`src/design/ec_conv_pkg.sv`:
```
`default_nettype none

package ec_conv_pkg;

  // ########################################
  // default sizes
  // ########################################

  localparam int DEF_BITS       = 32; // residue width
  localparam int DEF_FIFO_DEPTH = 2;  // X values held while inverse runs

  // ########################################
  // fsm encodings
  // ########################################

  // binary gcd inverter
  typedef enum logic [2:0] {
    INV_IDLE,     // waiting for Z
    INV_U_HALVE,  // strip factors of two from u
    INV_V_HALVE,  // strip factors of two from v
    INV_SUBTRACT, // larger of u, v minus the smaller
    INV_DONE      // result presented downstream
  } inv_state_t;

  // shift-and-add multiplier
  typedef enum logic [1:0] {
    MUL_IDLE, // ready for operands
    MUL_RUN,  // one bit of op_b per cycle
    MUL_DONE  // product held for consumer
  } mul_state_t;

endpackage

`default_nettype wire

```
`src/design/mul_op_if.sv`:
```
`timescale 1ns/1ps
`default_nettype none

// one multiplication request, inverse times X
interface mul_op_if #(
  parameter int BITS = ec_conv_pkg::DEF_BITS
);

  logic [BITS-1:0] op_a;   // inverse of Z
  logic [BITS-1:0] op_b;   // matching X
  logic            op_val; // both operands present
  logic            op_rdy; // multiplier idle

  // join logic side
  modport source (output op_a, output op_b, output op_val, input op_rdy);

  // multiplier side
  modport sink (input op_a, input op_b, input op_val, output op_rdy);

endinterface

`default_nettype wire

```
`src/design/bin_inv.sv`:
```
`timescale 1ns/1ps
`default_nettype none

module bin_inv #(
  parameter int BITS = ec_conv_pkg::DEF_BITS
) (
  input  wire              i_clk,
  input  wire              i_rst,
  input  wire [BITS-1:0]   i_dat,  // Z, nonzero and below p
  input  wire              i_val,
  input  wire [BITS-1:0]   i_p,    // odd prime modulus
  output logic             o_rdy,
  output logic [BITS-1:0]  o_dat,  // Z^-1 mod p
  output logic             o_val,
  input  wire              i_rdy
);

  import ec_conv_pkg::*;

  inv_state_t      state;
  logic [BITS-1:0] u, v;         // gcd operands, start at Z and p
  logic [BITS:0]   x1, x2;       // coefficients, x1*Z == u and x2*Z == v
  logic [BITS-1:0] p_l;          // latched modulus
  logic [BITS:0]   p_ext;
  logic [BITS-1:0] u_sub_v, v_sub_u;
  logic [BITS:0]   x1_half, x2_half;
  logic [BITS:0]   x1_sub_x2, x2_sub_x1;
  logic            sub_seen;     // a SUBTRACT step since the last load

  // ########################################
  // datapath helpers
  // ########################################

  assign p_ext = {1'b0, p_l};

  always_comb begin
    u_sub_v = u - v; // only used when u >= v
    v_sub_u = v - u;
    // halving mod p, add p first when odd so the shift stays exact
    x1_half = x1[0] ? ((x1 + p_ext) >> 1) : (x1 >> 1);
    x2_half = x2[0] ? ((x2 + p_ext) >> 1) : (x2 >> 1);
    // difference kept in [0, p)
    x1_sub_x2 = x1 + ((x1 >= x2) ? '0 : p_ext) - x2;
    x2_sub_x1 = x2 + ((x2 >= x1) ? '0 : p_ext) - x1;
  end

  // ########################################
  // control fsm
  // ########################################

  always_ff @(posedge i_clk) begin
    if (i_rst) begin
      state    <= INV_IDLE;
      o_rdy    <= 1'b0;
      o_val    <= 1'b0;
      sub_seen <= 1'b0;
    end else begin
      o_rdy <= 1'b0; // high only in idle
      case (state)
        INV_IDLE: begin
          o_rdy <= 1'b1;
          if (o_rdy && i_val) begin
            o_rdy    <= 1'b0;
            u        <= i_dat;
            v        <= i_p;
            p_l      <= i_p;
            x1       <= (BITS+1)'(1);
            x2       <= '0;
            sub_seen <= 1'b0;
            state    <= INV_U_HALVE;
          end
        end
        INV_U_HALVE: begin
          if (u[0]) begin
            state <= INV_V_HALVE;
          end else begin
            u  <= u >> 1;
            x1 <= x1_half;
            if (u[1]) state <= INV_V_HALVE; // next u is odd
          end
        end
        INV_V_HALVE: begin
          if (v[0]) begin
            state <= INV_SUBTRACT;
          end else begin
            v  <= v >> 1;
            x2 <= x2_half;
            if (v[1]) state <= INV_SUBTRACT;
          end
        end
        INV_SUBTRACT: begin
          // u and v are both odd here, so a difference is never one
          sub_seen <= 1'b1;
          state    <= INV_U_HALVE;
          if (u >= v) begin
            u  <= u_sub_v;
            x1 <= x1_sub_x2;
            if (v == BITS'(1)) state <= INV_DONE;
          end else begin
            v  <= v_sub_u;
            x2 <= x2_sub_x1;
            if (u == BITS'(1)) state <= INV_DONE;
          end
        end
        INV_DONE: begin
          if (!o_val) begin
            o_val <= 1'b1;
            o_dat <= (u == BITS'(1)) ? x1[BITS-1:0] : x2[BITS-1:0];
          end else if (i_rdy) begin
            o_val <= 1'b0;
            o_rdy <= 1'b1; // ready again right after the transfer
            state <= INV_IDLE;
          end
        end
        default: state <= INV_IDLE;
      endcase
    end
  end

  // ########################################
  // checks
  // ########################################

  // a result always comes out of at least one subtraction step
  a_done_after_sub: assert property (@(posedge i_clk) disable iff (i_rst)
    $rose(o_val) |-> sub_seen);

  // result held under back-pressure
  a_hold_dat: assert property (@(posedge i_clk) disable iff (i_rst)
    (o_val && !i_rdy) |=> (o_val && $stable(o_dat)));

endmodule

`default_nettype wire

```
`src/design/mod_mult.sv`:
```
`timescale 1ns/1ps
`default_nettype none

module mod_mult #(
  parameter int BITS = ec_conv_pkg::DEF_BITS
) (
  input  wire              i_clk,
  input  wire              i_rst,
  mul_op_if.sink           i_op,
  input  wire [BITS-1:0]   i_p,    // modulus, stable while busy
  output logic [BITS-1:0]  o_dat,  // op_a * op_b mod p
  output logic             o_val,
  input  wire              i_rdy
);

  import ec_conv_pkg::*;

  localparam int CNT_W = (BITS > 1) ? $clog2(BITS) : 1;

  mul_state_t       state;
  logic [BITS-1:0]  a_l;   // multiplicand
  logic [BITS-1:0]  b_sh;  // multiplier, msb consumed first
  logic [CNT_W-1:0] cnt;   // bits left minus one
  logic [BITS-1:0]  acc;   // running product, always below p
  logic [BITS+1:0]  p_ext;
  logic [BITS+1:0]  acc_sum, acc_red1, acc_red2;

  // ########################################
  // one interleaved step
  // ########################################

  assign p_ext = {2'b00, i_p};

  always_comb begin
    // 2*acc + a stays below 3p, so two subtractions are enough
    acc_sum  = {1'b0, acc, 1'b0} + (b_sh[BITS-1] ? {2'b00, a_l} : '0);
    acc_red1 = (acc_sum >= p_ext) ? (acc_sum - p_ext) : acc_sum;
    acc_red2 = (acc_red1 >= p_ext) ? (acc_red1 - p_ext) : acc_red1;
  end

  assign i_op.op_rdy = (state == MUL_IDLE); // no overlap of requests
  assign o_dat       = acc;                 // frozen once done

  // ########################################
  // control
  // ########################################

  always_ff @(posedge i_clk) begin
    if (i_rst) begin
      state <= MUL_IDLE;
      o_val <= 1'b0;
    end else begin
      case (state)
        MUL_IDLE: begin
          if (i_op.op_val) begin
            a_l   <= i_op.op_a;
            b_sh  <= i_op.op_b;
            acc   <= '0;
            cnt   <= CNT_W'(BITS - 1);
            state <= MUL_RUN;
          end
        end
        MUL_RUN: begin
          acc  <= acc_red2[BITS-1:0];
          b_sh <= b_sh << 1;
          cnt  <= cnt - 1'b1;
          if (cnt == '0) begin // last bit, result valid next cycle
            o_val <= 1'b1;
            state <= MUL_DONE;
          end
        end
        MUL_DONE: begin
          if (i_rdy) begin
            o_val <= 1'b0;
            state <= MUL_IDLE;
          end
        end
        default: state <= MUL_IDLE;
      endcase
    end
  end

  // reduced operands keep the accumulator bound
  a_ops_reduced: assert property (@(posedge i_clk) disable iff (i_rst)
    (i_op.op_val && i_op.op_rdy) |-> (i_op.op_a < i_p && i_op.op_b < i_p));

endmodule

`default_nettype wire

```
`src/design/x_fifo.sv`:
```
`timescale 1ns/1ps
`default_nettype none

module x_fifo #(
  parameter int BITS       = ec_conv_pkg::DEF_BITS,
  parameter int FIFO_DEPTH = ec_conv_pkg::DEF_FIFO_DEPTH
) (
  input  wire              i_clk,
  input  wire              i_rst,
  input  wire [BITS-1:0]   i_dat,
  input  wire              i_push,
  output logic             o_full,
  output logic [BITS-1:0]  o_dat,   // head, fall-through
  input  wire              i_pop,
  output logic             o_empty
);

  localparam int PTR_W = (FIFO_DEPTH > 1) ? $clog2(FIFO_DEPTH) : 1;
  localparam int CNT_W = $clog2(FIFO_DEPTH + 1);

  logic [BITS-1:0]  mem [FIFO_DEPTH]; // storage
  logic [PTR_W-1:0] wr_ptr, rd_ptr;
  logic [CNT_W-1:0] count;            // occupancy

  always_ff @(posedge i_clk) begin
    if (i_push) mem[wr_ptr] <= i_dat;
  end

  always_ff @(posedge i_clk) begin
    if (i_rst) begin
      wr_ptr <= '0;
      rd_ptr <= '0;
      count  <= '0;
    end else begin
      if (i_push) wr_ptr <= (wr_ptr == PTR_W'(FIFO_DEPTH - 1)) ? '0 : wr_ptr + 1'b1;
      if (i_pop)  rd_ptr <= (rd_ptr == PTR_W'(FIFO_DEPTH - 1)) ? '0 : rd_ptr + 1'b1;
      case ({i_push, i_pop})
        2'b10:   count <= count + 1'b1;
        2'b01:   count <= count - 1'b1;
        default: count <= count; // idle or push and pop together
      endcase
    end
  end

  assign o_dat   = mem[rd_ptr];
  assign o_full  = (count == CNT_W'(FIFO_DEPTH));
  assign o_empty = (count == '0);

  a_no_overflow: assert property (@(posedge i_clk) disable iff (i_rst)
    !(i_push && o_full));

  a_no_underflow: assert property (@(posedge i_clk) disable iff (i_rst)
    !(i_pop && o_empty));

endmodule

`default_nettype wire

```
`src/design/affine_conv.sv`:
```
`timescale 1ns/1ps
`default_nettype none

// (X, Z) -> X * Z^-1 mod p
module affine_conv #(
  parameter int BITS       = ec_conv_pkg::DEF_BITS,
  parameter int FIFO_DEPTH = ec_conv_pkg::DEF_FIFO_DEPTH
) (
  input  wire              i_clk,
  input  wire              i_rst,
  input  wire [BITS-1:0]   i_p,    // odd prime, fixed while busy
  input  wire [BITS-1:0]   i_x,
  input  wire [BITS-1:0]   i_z,    // nonzero
  input  wire              i_val,
  output logic             o_rdy,
  output logic [BITS-1:0]  o_dat,
  output logic             o_val,
  input  wire              i_rdy
);

  logic            inv_rdy, inv_val;
  logic [BITS-1:0] inv_dat;
  logic            fifo_full, fifo_empty, fifo_pop;
  logic [BITS-1:0] fifo_dat;
  logic            accept; // pair taken this cycle

  mul_op_if #(.BITS(BITS)) u_mul_op ();

  // ########################################
  // split, Z to the inverter and X to the fifo
  // ########################################

  assign o_rdy  = inv_rdy && !fifo_full;
  assign accept = i_val && o_rdy;

  bin_inv #(.BITS(BITS)) u_bin_inv (
    .i_clk (i_clk),
    .i_rst (i_rst),
    .i_dat (i_z),
    .i_val (accept),
    .i_p   (i_p),
    .o_rdy (inv_rdy),
    .o_dat (inv_dat),
    .o_val (inv_val),
    .i_rdy (u_mul_op.op_rdy && !fifo_empty)
  );

  x_fifo #(.BITS(BITS), .FIFO_DEPTH(FIFO_DEPTH)) u_x_fifo (
    .i_clk   (i_clk),
    .i_rst   (i_rst),
    .i_dat   (i_x),
    .i_push  (accept),
    .o_full  (fifo_full),
    .o_dat   (fifo_dat),
    .i_pop   (fifo_pop),
    .o_empty (fifo_empty)
  );

  // ########################################
  // join, inverse with the X at the fifo head
  // ########################################

  assign u_mul_op.op_a   = inv_dat;
  assign u_mul_op.op_b   = fifo_dat;
  assign u_mul_op.op_val = inv_val && !fifo_empty;
  assign fifo_pop        = u_mul_op.op_val && u_mul_op.op_rdy; // same transfer acks inverter

  mod_mult #(.BITS(BITS)) u_mod_mult (
    .i_clk (i_clk),
    .i_rst (i_rst),
    .i_op  (u_mul_op.sink),
    .i_p   (i_p),
    .o_dat (o_dat),
    .o_val (o_val),
    .i_rdy (i_rdy)
  );

endmodule

`default_nettype wire

```
`config.mk`:
```
export PLATFORM = sky130hd
export DESIGN_NAME = affine_conv
export DESIGN_NICKNAME = d
export VERILOG_FILES = /design/src/design/ec_conv_pkg.sv /design/src/design/mul_op_if.sv /design/src/design/bin_inv.sv /design/src/design/mod_mult.sv /design/src/design/x_fifo.sv /design/src/design/affine_conv.sv
export SDC_FILE = /design/constraint.sdc
export NUM_CORES = 1
export LEC_CHECK = 0
export BUFFER_PORTS_ARGS = -buffer_cell sky130_fd_sc_hd__buf_2
export CAP_MARGIN = 20
export CORE_MARGIN = 5
export CORE_UTILIZATION = 25
export DETAILED_ROUTE_END_ITERATION = 6
export PLACE_DENSITY = 0.37
export SYNTH_ARGS = -nofsm -noshare
export SYNTH_HDL_FRONTEND = slang
export SYNTH_SLANG_ARGS = --single-unit
```
`constraint.sdc`:
```
create_clock -name i_clk -period 14 [get_ports i_clk]
set_input_delay 2.1 -clock i_clk [delete_from_list [all_inputs] [get_ports i_clk]]
set_output_delay 2.1 -clock i_clk [all_outputs]
set_load 0.005 [all_outputs]
```
-- Yosys cells after proc, flatten, opt, wreduce, memory -nomap -nowiden
Memory sizes are Yosys's and may differ from the RTL's. A register that Yosys moved wholly into a read port is not among the register bits.
Cells that the tools add are included.
- register bits: 307
- bits in latches: 0
- memory bits (writable): 64
- memory bits (read-only): 0
- input bits: 100
- output and inout bits: 34
- word-level logic and storage cells: 156
- memories: 1
- $add $sub $neg: 16
- $mul: 0
- div/mod/pow operators: 0
- $lt $le $gt $ge: 5
- eq/ne operators: 23
- shift-type cells: 0
- multiplexer cells: 61
- bitwise operators: 2
- reduce and logical (&&, ||, !) cells: 28
- memory list (name ; words ; width ; read ports ; clocked after memory_dff ; wr ports ; line ; source):
    u_x_fifo.mem ; 2 ; 32 ; 1 ; 1 ; 1 ; x_fifo.sv:21 ; logic [BITS-1:0] mem [FIFO_DEPTH];
- operators with widths (kind ; count):
    32-bit 2-to-1 mux ; 15
    33-bit 2-to-1 mux ; 6
    33-bit case mux with 3 select lines ; 2
    32-bit case mux with 3 select lines ; 2
    32-bit case mux with 2 select lines ; 2
    32-bit subtractor ; 3
    34-bit by 32-bit greater-or-equal comparator with 1-bit output ; 2
    33-bit by 32-bit adder with 33-bit output ; 2
    33-bit adder ; 2
    33-bit greater-or-equal comparator ; 2
    33-bit subtractor ; 2
    32-bit by 1-bit equality test with 1-bit output, second input constant ; 2
    33-bit by 34-bit adder with 34-bit output ; 1
    34-bit 2-to-1 mux ; 1
    34-bit by 32-bit subtractor with 34-bit output ; 1
    32-bit greater-or-equal comparator ; 1
    3-bit 2-to-1 mux ; 10
    3-bit AND reduction ; 6
    3-bit case mux with 5 select lines ; 1
    5-bit AND reduction ; 3
    1-bit 2-to-1 mux ; 13
    2-bit by 1-bit != test with 1-bit output, second input constant ; 5
    2-bit != test, second input constant ; 5
    5-bit case mux with 2 select lines ; 1
    24 further kinds ; 45

-- Depth between registers and ports, before layout
Gate-level depths: netlist of the first run.
- depth after elaboration: 7
- gate-level depth with buffers: 39
- depth with buffers taken out: 36

-- Modules after synthesis
Synthesis of the first run repeated with hierarchy kept, for this count alone.
- cells, all modules: 3779
- area, all modules: 34070.2 um^2
- by module, submodules not included (module ; times used ; cells each ; area each (um^2) ; seq. area each (um^2)):
    bin_inv ; 1 ; 2488 ; 21519.4 ; 5925.7
    mod_mult ; 1 ; 1164 ; 10000.8 ; 3093.0
    x_fifo ; 1 ; 122 ; 2513.7 ; 2021.9
    affine_conv ; 1 ; 5 ; 36.3 ; 0.0

-- Worst setup path before layout of the first run
No wires, ideal clock.
- path type: input -> register
- start point: input port i_val
- end point: register u_bin_inv.u[10] (enable)
- library setup time: 829 ps
- data arrival time: 12456 ps
- required time: 13171 ps
- slack: 716 ps
- stages on the path: 4
- buffers on the path: 0
- path through: nand2_1 -> nor2_1 -> a21oi_1 -> a2111oi_0
- word-level cells in the longest chain between the ends: 4
- ends and longest elaborated chain (element ; line ; source):
    start, declared ; affine_conv.sv:14 ; input wire i_val,
    1-bit logical AND ; affine_conv.sv:34 ; assign accept = i_val && o_rdy;
    1-bit logical AND ; bin_inv.sv:62 ; if (o_rdy && i_val) begin
    2-bit by 1-bit != test with 1-bit output (no source line) ; -- ;
    5-bit AND reduction (no source line) ; -- ;
    end signal, assigned ; bin_inv.sv:64 ; u <= i_dat;
    end signal, assigned ; bin_inv.sv:77 ; u <= u >> 1;
    end signal, assigned ; bin_inv.sv:96 ; u <= u_sub_v;
    end, declared ; bin_inv.sv:21 ; logic [BITS-1:0] u, v;
Every way passes these cells.
A chain may end at the register's enable or synchronous reset.

-- Final worst setup path of the first run
- start point: register u_mod_mult.b_sh[31]
- end point: register u_mod_mult.acc[31] (netlist: u_mod_mult.o_dat[31]) (data pin)
- word-level cells in the longest chain between the ends: 7
- elaborated cells between the ends (all ways): 9
- those cells by class: 3 x add/sub; 2 x order compare; 4 x mux
- ends and longest elaborated chain (element ; line ; source):
    start, declared ; mod_mult.sv:22 ; logic [BITS-1:0] b_sh;
    start signal, assigned ; mod_mult.sv:57 ; b_sh <= i_op.op_b;
    start signal, assigned ; mod_mult.sv:65 ; b_sh <= b_sh << 1;
    32-bit 2-to-1 mux * ; mod_mult.sv:36 ; acc_sum = {1'b0, acc, 1'b0} + (b_sh[BITS-1] ? {2'b00, a_l} : '0);
    33-bit by 34-bit adder with 34-bit output * ; mod_mult.sv:36 ;
    34-bit by 32-bit subtractor with 34-bit output or 34-bit by 32-bit greater-or-equal comparator with 1-bit output (tied branches) ; mod_mult.sv:37 ; acc_red1 = (acc_sum >= p_ext) ? (acc_sum - p_ext) : acc_sum;
    34-bit 2-to-1 mux * ; mod_mult.sv:37 ;
    32-bit subtractor or 34-bit by 32-bit greater-or-equal comparator with 1-bit output (tied branches) ; mod_mult.sv:38 ; acc_red2 = (acc_red1 >= p_ext) ? (acc_red1 - p_ext) : acc_red1;
    32-bit 2-to-1 mux * ; mod_mult.sv:38 ;
    32-bit case mux with 2 select lines * ; mod_mult.sv:53 ; case (state)
    end signal, assigned ; mod_mult.sv:64 ; acc <= acc_red2[BITS-1:0];
    end, declared ; mod_mult.sv:24 ; logic [BITS-1:0] acc;
Every way passes the cells marked *; elsewhere a longest branch is shown, timed or not.

==> out/metrics.cfg, run 1 <==
[yosys]
synthAdderAreaFrac = 0.163
synth-main-ff-cell = edfxtp_1
synth_xor_area_frac = 0.0660
synth-seq-area-share = 0.333
synth_top_family_by_area = compound AO/OA/AOI/OAI gates
syn-instance-count = 3669
synth_area_um2 = 33200
synth_edf_count = 359
avgSynthCellArea_um2 = 9.05
synthArstFlopShare = 0
ys_ff_latch = 372
synth_cell_types = 80
synth_mux_area_frac = 0.0287
yosys_warnings = 0
synth-simple-area-share = 0.127
synth_compound_area_frac = 0.224
syn-num-nets = 4160

[critical_path]
crit_required_ns = 14.40
cp-startpoint = u_mod_mult.b_sh[31]$_DFFE_PP_
crit_path_start_kind = flop
crit_path_frequent_cell = a21oi_1
worstReg2RegStart = u_mod_mult.b_sh[31]$_DFFE_PP_
endpoint_kind = flop
cp_top_family = compound AO/OA/AOI/OAI gates
worstSetupPathType = flop to flop
arrival_ns = 10.84
critPathMaxStageDelay_ns = 0.80
cp_num_buf_inv = 4
crit_slowest_cell = a211oi_4
worst-path-max-fanout = 41

[pwr]
pwr-share-clk = 0.187
peakVddDrop_mv = 0.0890
switching_share = 0.474
p_leak_nw = 15.5
p_comb_frac = 0.587
seqPwrFrac = 0.226
intPower_mw = 3.87
p_switching_mw = 3.49
power_mw = 7.37
powerDensity_nw_per_um2 = 196

[drt]
viasPerCell = 5.04
wl_met3_mm = 5.19
routed_wl_mm = 129
drt-initial-drc-count = 2115
dr.pass1.iters = 5
top_layer = met5
remaining_drc_errors = 0
wl_met2_mm = 60.1
routedWlPerCell_um = 23.2
met1_length_mm = 61.7
ant_nets = 0
vias = 27990

[clock_network]
cts_max_level = 2
post-cts-setup-buffers = 0
clk_pin_slew_ns = 0.07
tritoncts.num_buffers = 51
clock_path_buffers = 3
hold_buffers = 0
cts_num_sinks = 372
ctsResizeCount = 0
cts-root-buf = clkbuf_16
tritoncts = done
clk_latency_ns = 0.67

[grt]
grt_max_degree = 67
overflow = 0
grt_pass1_wl_mm = 190
antenna_found_initial = 16
grt_usage = 0.179
grt_pass1_vias = 27855

[status]
status = finished clean

[timing]
finalMaxSlewViolations = 0
max_slew_margin = 0.312
whs_ns = 0.414
hold_viol = 0
layout_min_cycle_time_ns = 10.44
fin_crit_sh = 0.746
setup_viol = 0
fmax_ghz = 0.0958
rsz0062_at_grt = false
fin_tns_setup_ns = 0
worst_slew_pin_slew_ns = 1.03
fin_worst_skew_ns = 0.0384

[die]
rows = 133
io_pins = 134
dieArea_um2 = 140000
die_h_um = 374
start_util = 0.252
die_w_um = 374
core_area_um2 = 132000

[place]
io_buffers = 133
hpwlAfterDp_mm = 100
routabilityCongestion = 0.852

[worst_hold_path]
hold_start = u_bin_inv.o_dat[24]$_DFFE_PP_
hp-class = flop to flop

[flow_run]
cap_violations = 0

[finish]
fin_util = 0.286
drive_above_1_share = 0.0872
syn2layout_area_growth_pct = 13.5
layout.nets = 4248

==> state kept, by name, indices dropped and copies added, names as in the netlist, named ones only <==
signal            cells
u_bin_inv.u          32
u_x_fifo.count        2
u_bin_inv.x2         33
u_bin_inv.o_val       1
u_mod_mult.b_sh      32
u_bin_inv.p_l        32
u_x_fifo.rd_ptr       1
u_mod_mult.o_dat     32
u_bin_inv.o_rdy       1
u_bin_inv.o_dat      32
u_bin_inv.v          32
u_bin_inv.state       3
u_x_fifo.mem         64
u_mod_mult.state      2
u_mod_mult.a_l       32
u_bin_inv.x1         33
u_x_fifo.wr_ptr       1
u_mod_mult.cnt        5
u_mod_mult.o_val      1
==> worst paths after layout <==
path                                   endpoint  slack [ns]  cells past startpoint
max          u_mod_mult.o_dat[31]$_SDFFCE_PN0P_        3.56                     37
min                u_mod_mult.a_l[24]$_DFFE_PP_        0.41                      0
max reg2reg  u_mod_mult.o_dat[31]$_SDFFCE_PN0P_        3.56                     37
min reg2reg        u_mod_mult.a_l[24]$_DFFE_PP_        0.41                      0
==> Yosys cell counts, drive strengths merged, types with 42 or more instances <==
cell    count  share of area
fa         71          0.043
nand3      77          0.012
clkbuf    110          0.012
o31ai      48          0.011
xor2       90          0.024
a21oi     335          0.051
nor2      240          0.027
a211oi     55          0.013
a21o      135          0.031
nor3       53         0.0080
nand2     263          0.030
inv       369          0.042
mux2i      59          0.018
nand2b     42         0.0079
a22oi      47          0.011
xnor2     160          0.042
edfxtp    359           0.32
o21bai     48          0.011
o21ai     248          0.037
ha        320           0.12
and2       51         0.0096
==> per-layer routing <==
layer | up-vias | GRT usage
met5 | - | 0
li1 | 13522 | -
met3 | 94 | 0.0194
met2 | 533 | 0.298
met1 | 13839 | 0.253
met4 | 2 | 0.0307
==> cell usage in the layout, fill, tap and decap left out, types with 11 or more instances in the layout <==
master | Yosys | layout
a31oi_1 | 28 | 28
o31ai_1 | 48 | 48
clkbuf_16 | 0 | 51
o21a_1 | 39 | 39
clkinv_1 | 1 | 14
nand2_1 | 263 | 262
nor2_1 | 240 | 234
mux2i_1 | 59 | 59
mux2_2 | 32 | 32
fa_1 | 71 | 71
nor4_1 | 20 | 19
a221oi_1 | 16 | 16
nand2b_1 | 42 | 40
inv_1 | 369 | 369
xnor2_1 | 160 | 160
a211o_1 | 12 | 12
ha_1 | 320 | 320
xor2_1 | 90 | 90
nor2b_1 | 32 | 31
a22oi_1 | 47 | 47
edfxtp_1 | 359 | 359
dfxtp_1 | 13 | 11
a211oi_1 | 54 | 53
o21ai_0 | 242 | 242
clkinv_2 | 0 | 14
and3_1 | 26 | 25
and2_1 | 51 | 51
buf_4 | 1 | 42
o21bai_1 | 48 | 48
nor3_1 | 53 | 52
a21oi_1 | 333 | 333
buf_2 | 12 | 133
a21o_1 | 135 | 135
or3_1 | 14 | 14
nand4_1 | 35 | 35
nand3_1 | 77 | 77
o22ai_1 | 27 | 27
o211ai_1 | 14 | 14
==> stage by stage <==
step / instances / cell area (um^2) / setup slack (ns)
finish: 5555 / 37700 / 3.56
global route: 5552 / 37700 / 2.69
CTS: 5552 / 37700 / 3.59
detailed placement: 5459 / 35900 / 3.63
global placement: 5458 / 35900 / 3.70
floorplan: 3669 / 33200 / 0.716
==> power by group through the flow <==
stage / logic (mW) / registers, mW / clock network (mW)
global route: 4.79 / 1.68 / 1.47
floorplan: 3.08 / 1.58 / 0
detailed placement: 4.29 / 1.69 / 0
finish: 4.33 / 1.66 / 1.38
CTS: 4.33 / 1.66 / 1.43
global placement: 4.32 / 1.69 / 0
==> cell type report <==
cell class / count / area (um^2)
Inverter: 370 / 1390
Clock buffer: 54 / 1290
Timing Repair Buffer: 176 / 992
Antenna cell: 3 / 7.51
Clock inverter: 39 / 435
Sequential cell: 372 / 11000
Tap cell: 1755 / 2200
Multi-Input combinational cell: 2786 / 20300
Fill cell: 14047 / 94000
==> kinds of logic after synthesis <==
group / count (synthesis)
xor+xnor: 250
flops: 372
compound gates: 1162
simple gates: 892
mux: 91
buf+inv: 511
fa+ha+maj: 391
Note: power is estimated with default switching activity, not from simulation.
==> run 2: changes to the inputs <==
--- a/config.mk
+++ b/config.mk
@@ -5,6 +5,7 @@
 export SDC_FILE = /design/constraint.sdc
 export NUM_CORES = 1
 export LEC_CHECK = 0
+export ABC_AREA = 1
 export BUFFER_PORTS_ARGS = -buffer_cell sky130_fd_sc_hd__buf_2
 export CAP_MARGIN = 20
 export CORE_MARGIN = 5
==> constraint.sdc (replaced) <==
create_clock -name i_clk -period 9.45 [get_ports i_clk]
set_input_delay 1.4175 -clock i_clk [delete_from_list [all_inputs] [get_ports i_clk]]
set_output_delay 1.4175 -clock i_clk [all_outputs]
set_load 0.005 [all_outputs]
==> run 2 against run 1 <==
Clock skew decreased by 0.0073 ns. Synthesized area increased by 8.9%. Combinational power decreased by 4.8%. Register-to-register slack got worse by 2.4 ns. Worst setup slack got worse by 2.4 ns. Fmax increased by 26%. Utilization decreased by 0.27 points. Clock power increased by 41%. Global-route usage increased by 2.9 points. Largest cell class unchanged. Largest power group unchanged.
==> out/metrics.cfg, run 2 <==
[grt]
grt_usage = 0.208
overflow = 0
antenna_found_initial = 21
grt_pass1_wl_mm = 234
grt_max_degree = 66
grt_pass1_vias = 34327

[timing]
rsz0062_at_grt = false
fin_crit_sh = 0.874
fin_tns_setup_ns = 0
layout_min_cycle_time_ns = 8.26
finalMaxSlewViolations = 0
worst_slew_pin_slew_ns = 1.26
setup_viol = 0
fmax_ghz = 0.121
hold_viol = 0
fin_worst_skew_ns = 0.0311
max_slew_margin = 0.148
whs_ns = 0.417

[drt]
viasPerCell = 4.91
vias = 34849
ant_nets = 0
wl_met3_mm = 9.23
routed_wl_mm = 163
met1_length_mm = 75.9
routedWlPerCell_um = 22.9
drt-initial-drc-count = 2797
remaining_drc_errors = 0
wl_met2_mm = 71.4
top_layer = met5
dr.pass1.iters = 6

[yosys]
syn-instance-count = 5036
synthArstFlopShare = 0
synth-seq-area-share = 0.306
yosys.area.top_type = edfxtp_1
ys_top_cells_by_area = edfxtp_1 (30%), nand2_1 (12%), ha_1 (11%), inv_1 (8.5%), a21oi_1 (7.4%)
yosys_warnings = 0
ys_ff_latch = 372
synth_cell_types = 52
syn-num-nets = 5527
synth_area_um2 = 36100
synth-main-ff-cell = edfxtp_1
synth_top_area_share = 0.298
post-synth-top-count-cell = nand2_1
avgSynthCellArea_um2 = 7.17
yosys-top-cells-count = nand2_1 (1166), inv_1 (822), a21oi_1 (537), nor2_1 (421), o21ai_0 (402)
synth_edf_count = 359

[critical_path]
arrival_ns = 8.67
worstSetupPathType = flop to flop
crit_path_start_kind = flop
cp_top_family = simple AND/OR/NAND/NOR gates
cp_num_buf_inv = 7
endpoint_kind = flop
crit_slowest_cell = edfxtp_1
crit_path_frequent_cell = nand2_1
crit_required_ns = 9.86
critPathMaxStageDelay_ns = 0.90
worst-path-max-fanout = 49

[die]
io_pins = 134
core_area_um2 = 144000
die_w_um = 390
dieArea_um2 = 152000
die_h_um = 390
start_util = 0.252
rows = 139

[pwr]
p_leak_nw = 18.5
peakVddDrop_mv = 0.138
powerDensity_nw_per_um2 = 202

[clock_network]
clk_latency_ns = 0.67
tritoncts.num_buffers = 50
post-cts-setup-buffers = 0
ctsResizeCount = 0
cts_num_sinks = 372
cts-root-buf = clkbuf_16
tritoncts = done
cts_max_level = 2
clock_path_buffers = 3
clk_pin_slew_ns = 0.06
hold_buffers = 0

[finish]
reg_top3 = u_x_fifo.mem: 64 flops, u_bin_inv.x1: 33 flops, u_bin_inv.x2: 33 flops
final_cell_mix = nand2_1 (1164), inv_1 (822), a21oi_1 (537), nor2_1 (417), o21ai_0 (402)
layout.nets = 5642
drive_above_1_share = 0.0559
regArea_um2 = 11000
syn2layout_area_growth_pct = 12.7
final_common_cell = nand2_1
fin_util = 0.283
fill_cells = 16148
largest_reg_flops = 64
multi_input_comb_area_um2 = 21600
top_register = u_x_fifo.mem

[flow_run]
cap_violations = 0

[place]
routabilityCongestion = 0.911
io_buffers = 133
hpwlAfterDp_mm = 135

[worst_hold_path]
hp-class = flop to flop

[status]
status = finished clean

[run 2: logic make-up (layout without fill, tap and decap cells)]
kind of cell / after synthesis / after routing / share of synthesized area
adders and majority gates: 391 / 391 / 0.150
buffers and inverters: 940 / 1090 / 0.0994
AOI/OAI and AO/OA: 1217 / 1217 / 0.188
other: 0 / 3 / 0
and+or+nand+nor: 1995 / 1995 / 0.227
xor gates and xnor gates: 121 / 121 / 0.0293
DFF: 372 / 372 / 0.306
[run 2: layer usage]
layer,vias to the layer above,track usage
met4,2,0.0716
met3,190,0.0325
li1,17070,-
met2,975,0.327
met1,16612,0.290
met5,-,0
[run 2: metrics by stage]
stage / setup slack, ns / area (um^2) / cells / power (mW)
floorplan: 2.17 / 36100 / 5036 / 4.82
global placement: 1.26 / 39100 / 7000 / 6.30
detailed placement: 1.14 / 39100 / 7001 / 6.27
CTS: 1.13 / 40700 / 7088 / 8.29
global route: 0.302 / 40700 / 7089 / 8.86
finish: 1.19 / 40700 / 7092 / 8.22
[run 2: final cells by class]
cell class / count / area share
inverter: 833 / 0.0768
antenna: 3 / 0.000184
sequential: 372 / 0.271
multi-input combinational: 3724 / 0.530
clock buffer: 59 / 0.0316
tap: 1903 / 0.0585
clock inverter: 28 / 0.00830
timing repair buffer: 170 / 0.0235
[run 2: worst paths after layout]
path	from	endpoint	slack [ns]	depth (start not counted)
worst min-delay path	u_bin_inv.o_dat[4]$_DFFE_PP_	u_mod_mult.a_l[4]$_DFFE_PP_	0.42	0
worst min register to register	u_bin_inv.o_dat[4]$_DFFE_PP_	u_mod_mult.a_l[4]$_DFFE_PP_	0.42	0
worst max-delay path	u_mod_mult.b_sh[31]$_DFFE_PP_	u_mod_mult.o_dat[22]$_SDFFCE_PN0P_	1.19	42
worst max register to register	u_mod_mult.b_sh[31]$_DFFE_PP_	u_mod_mult.o_dat[22]$_SDFFCE_PN0P_	1.19	42
[run 2: power by group]
group / total (mW) / leakage, nW / internal (mW) / switching, mW
Combinational: 4.12 / 14.3 / 1.26 / 2.86
Sequential: 2.15 / 3.39 / 1.99 / 0.166
Clock: 1.95 / 0.783 / 1.11 / 0.834
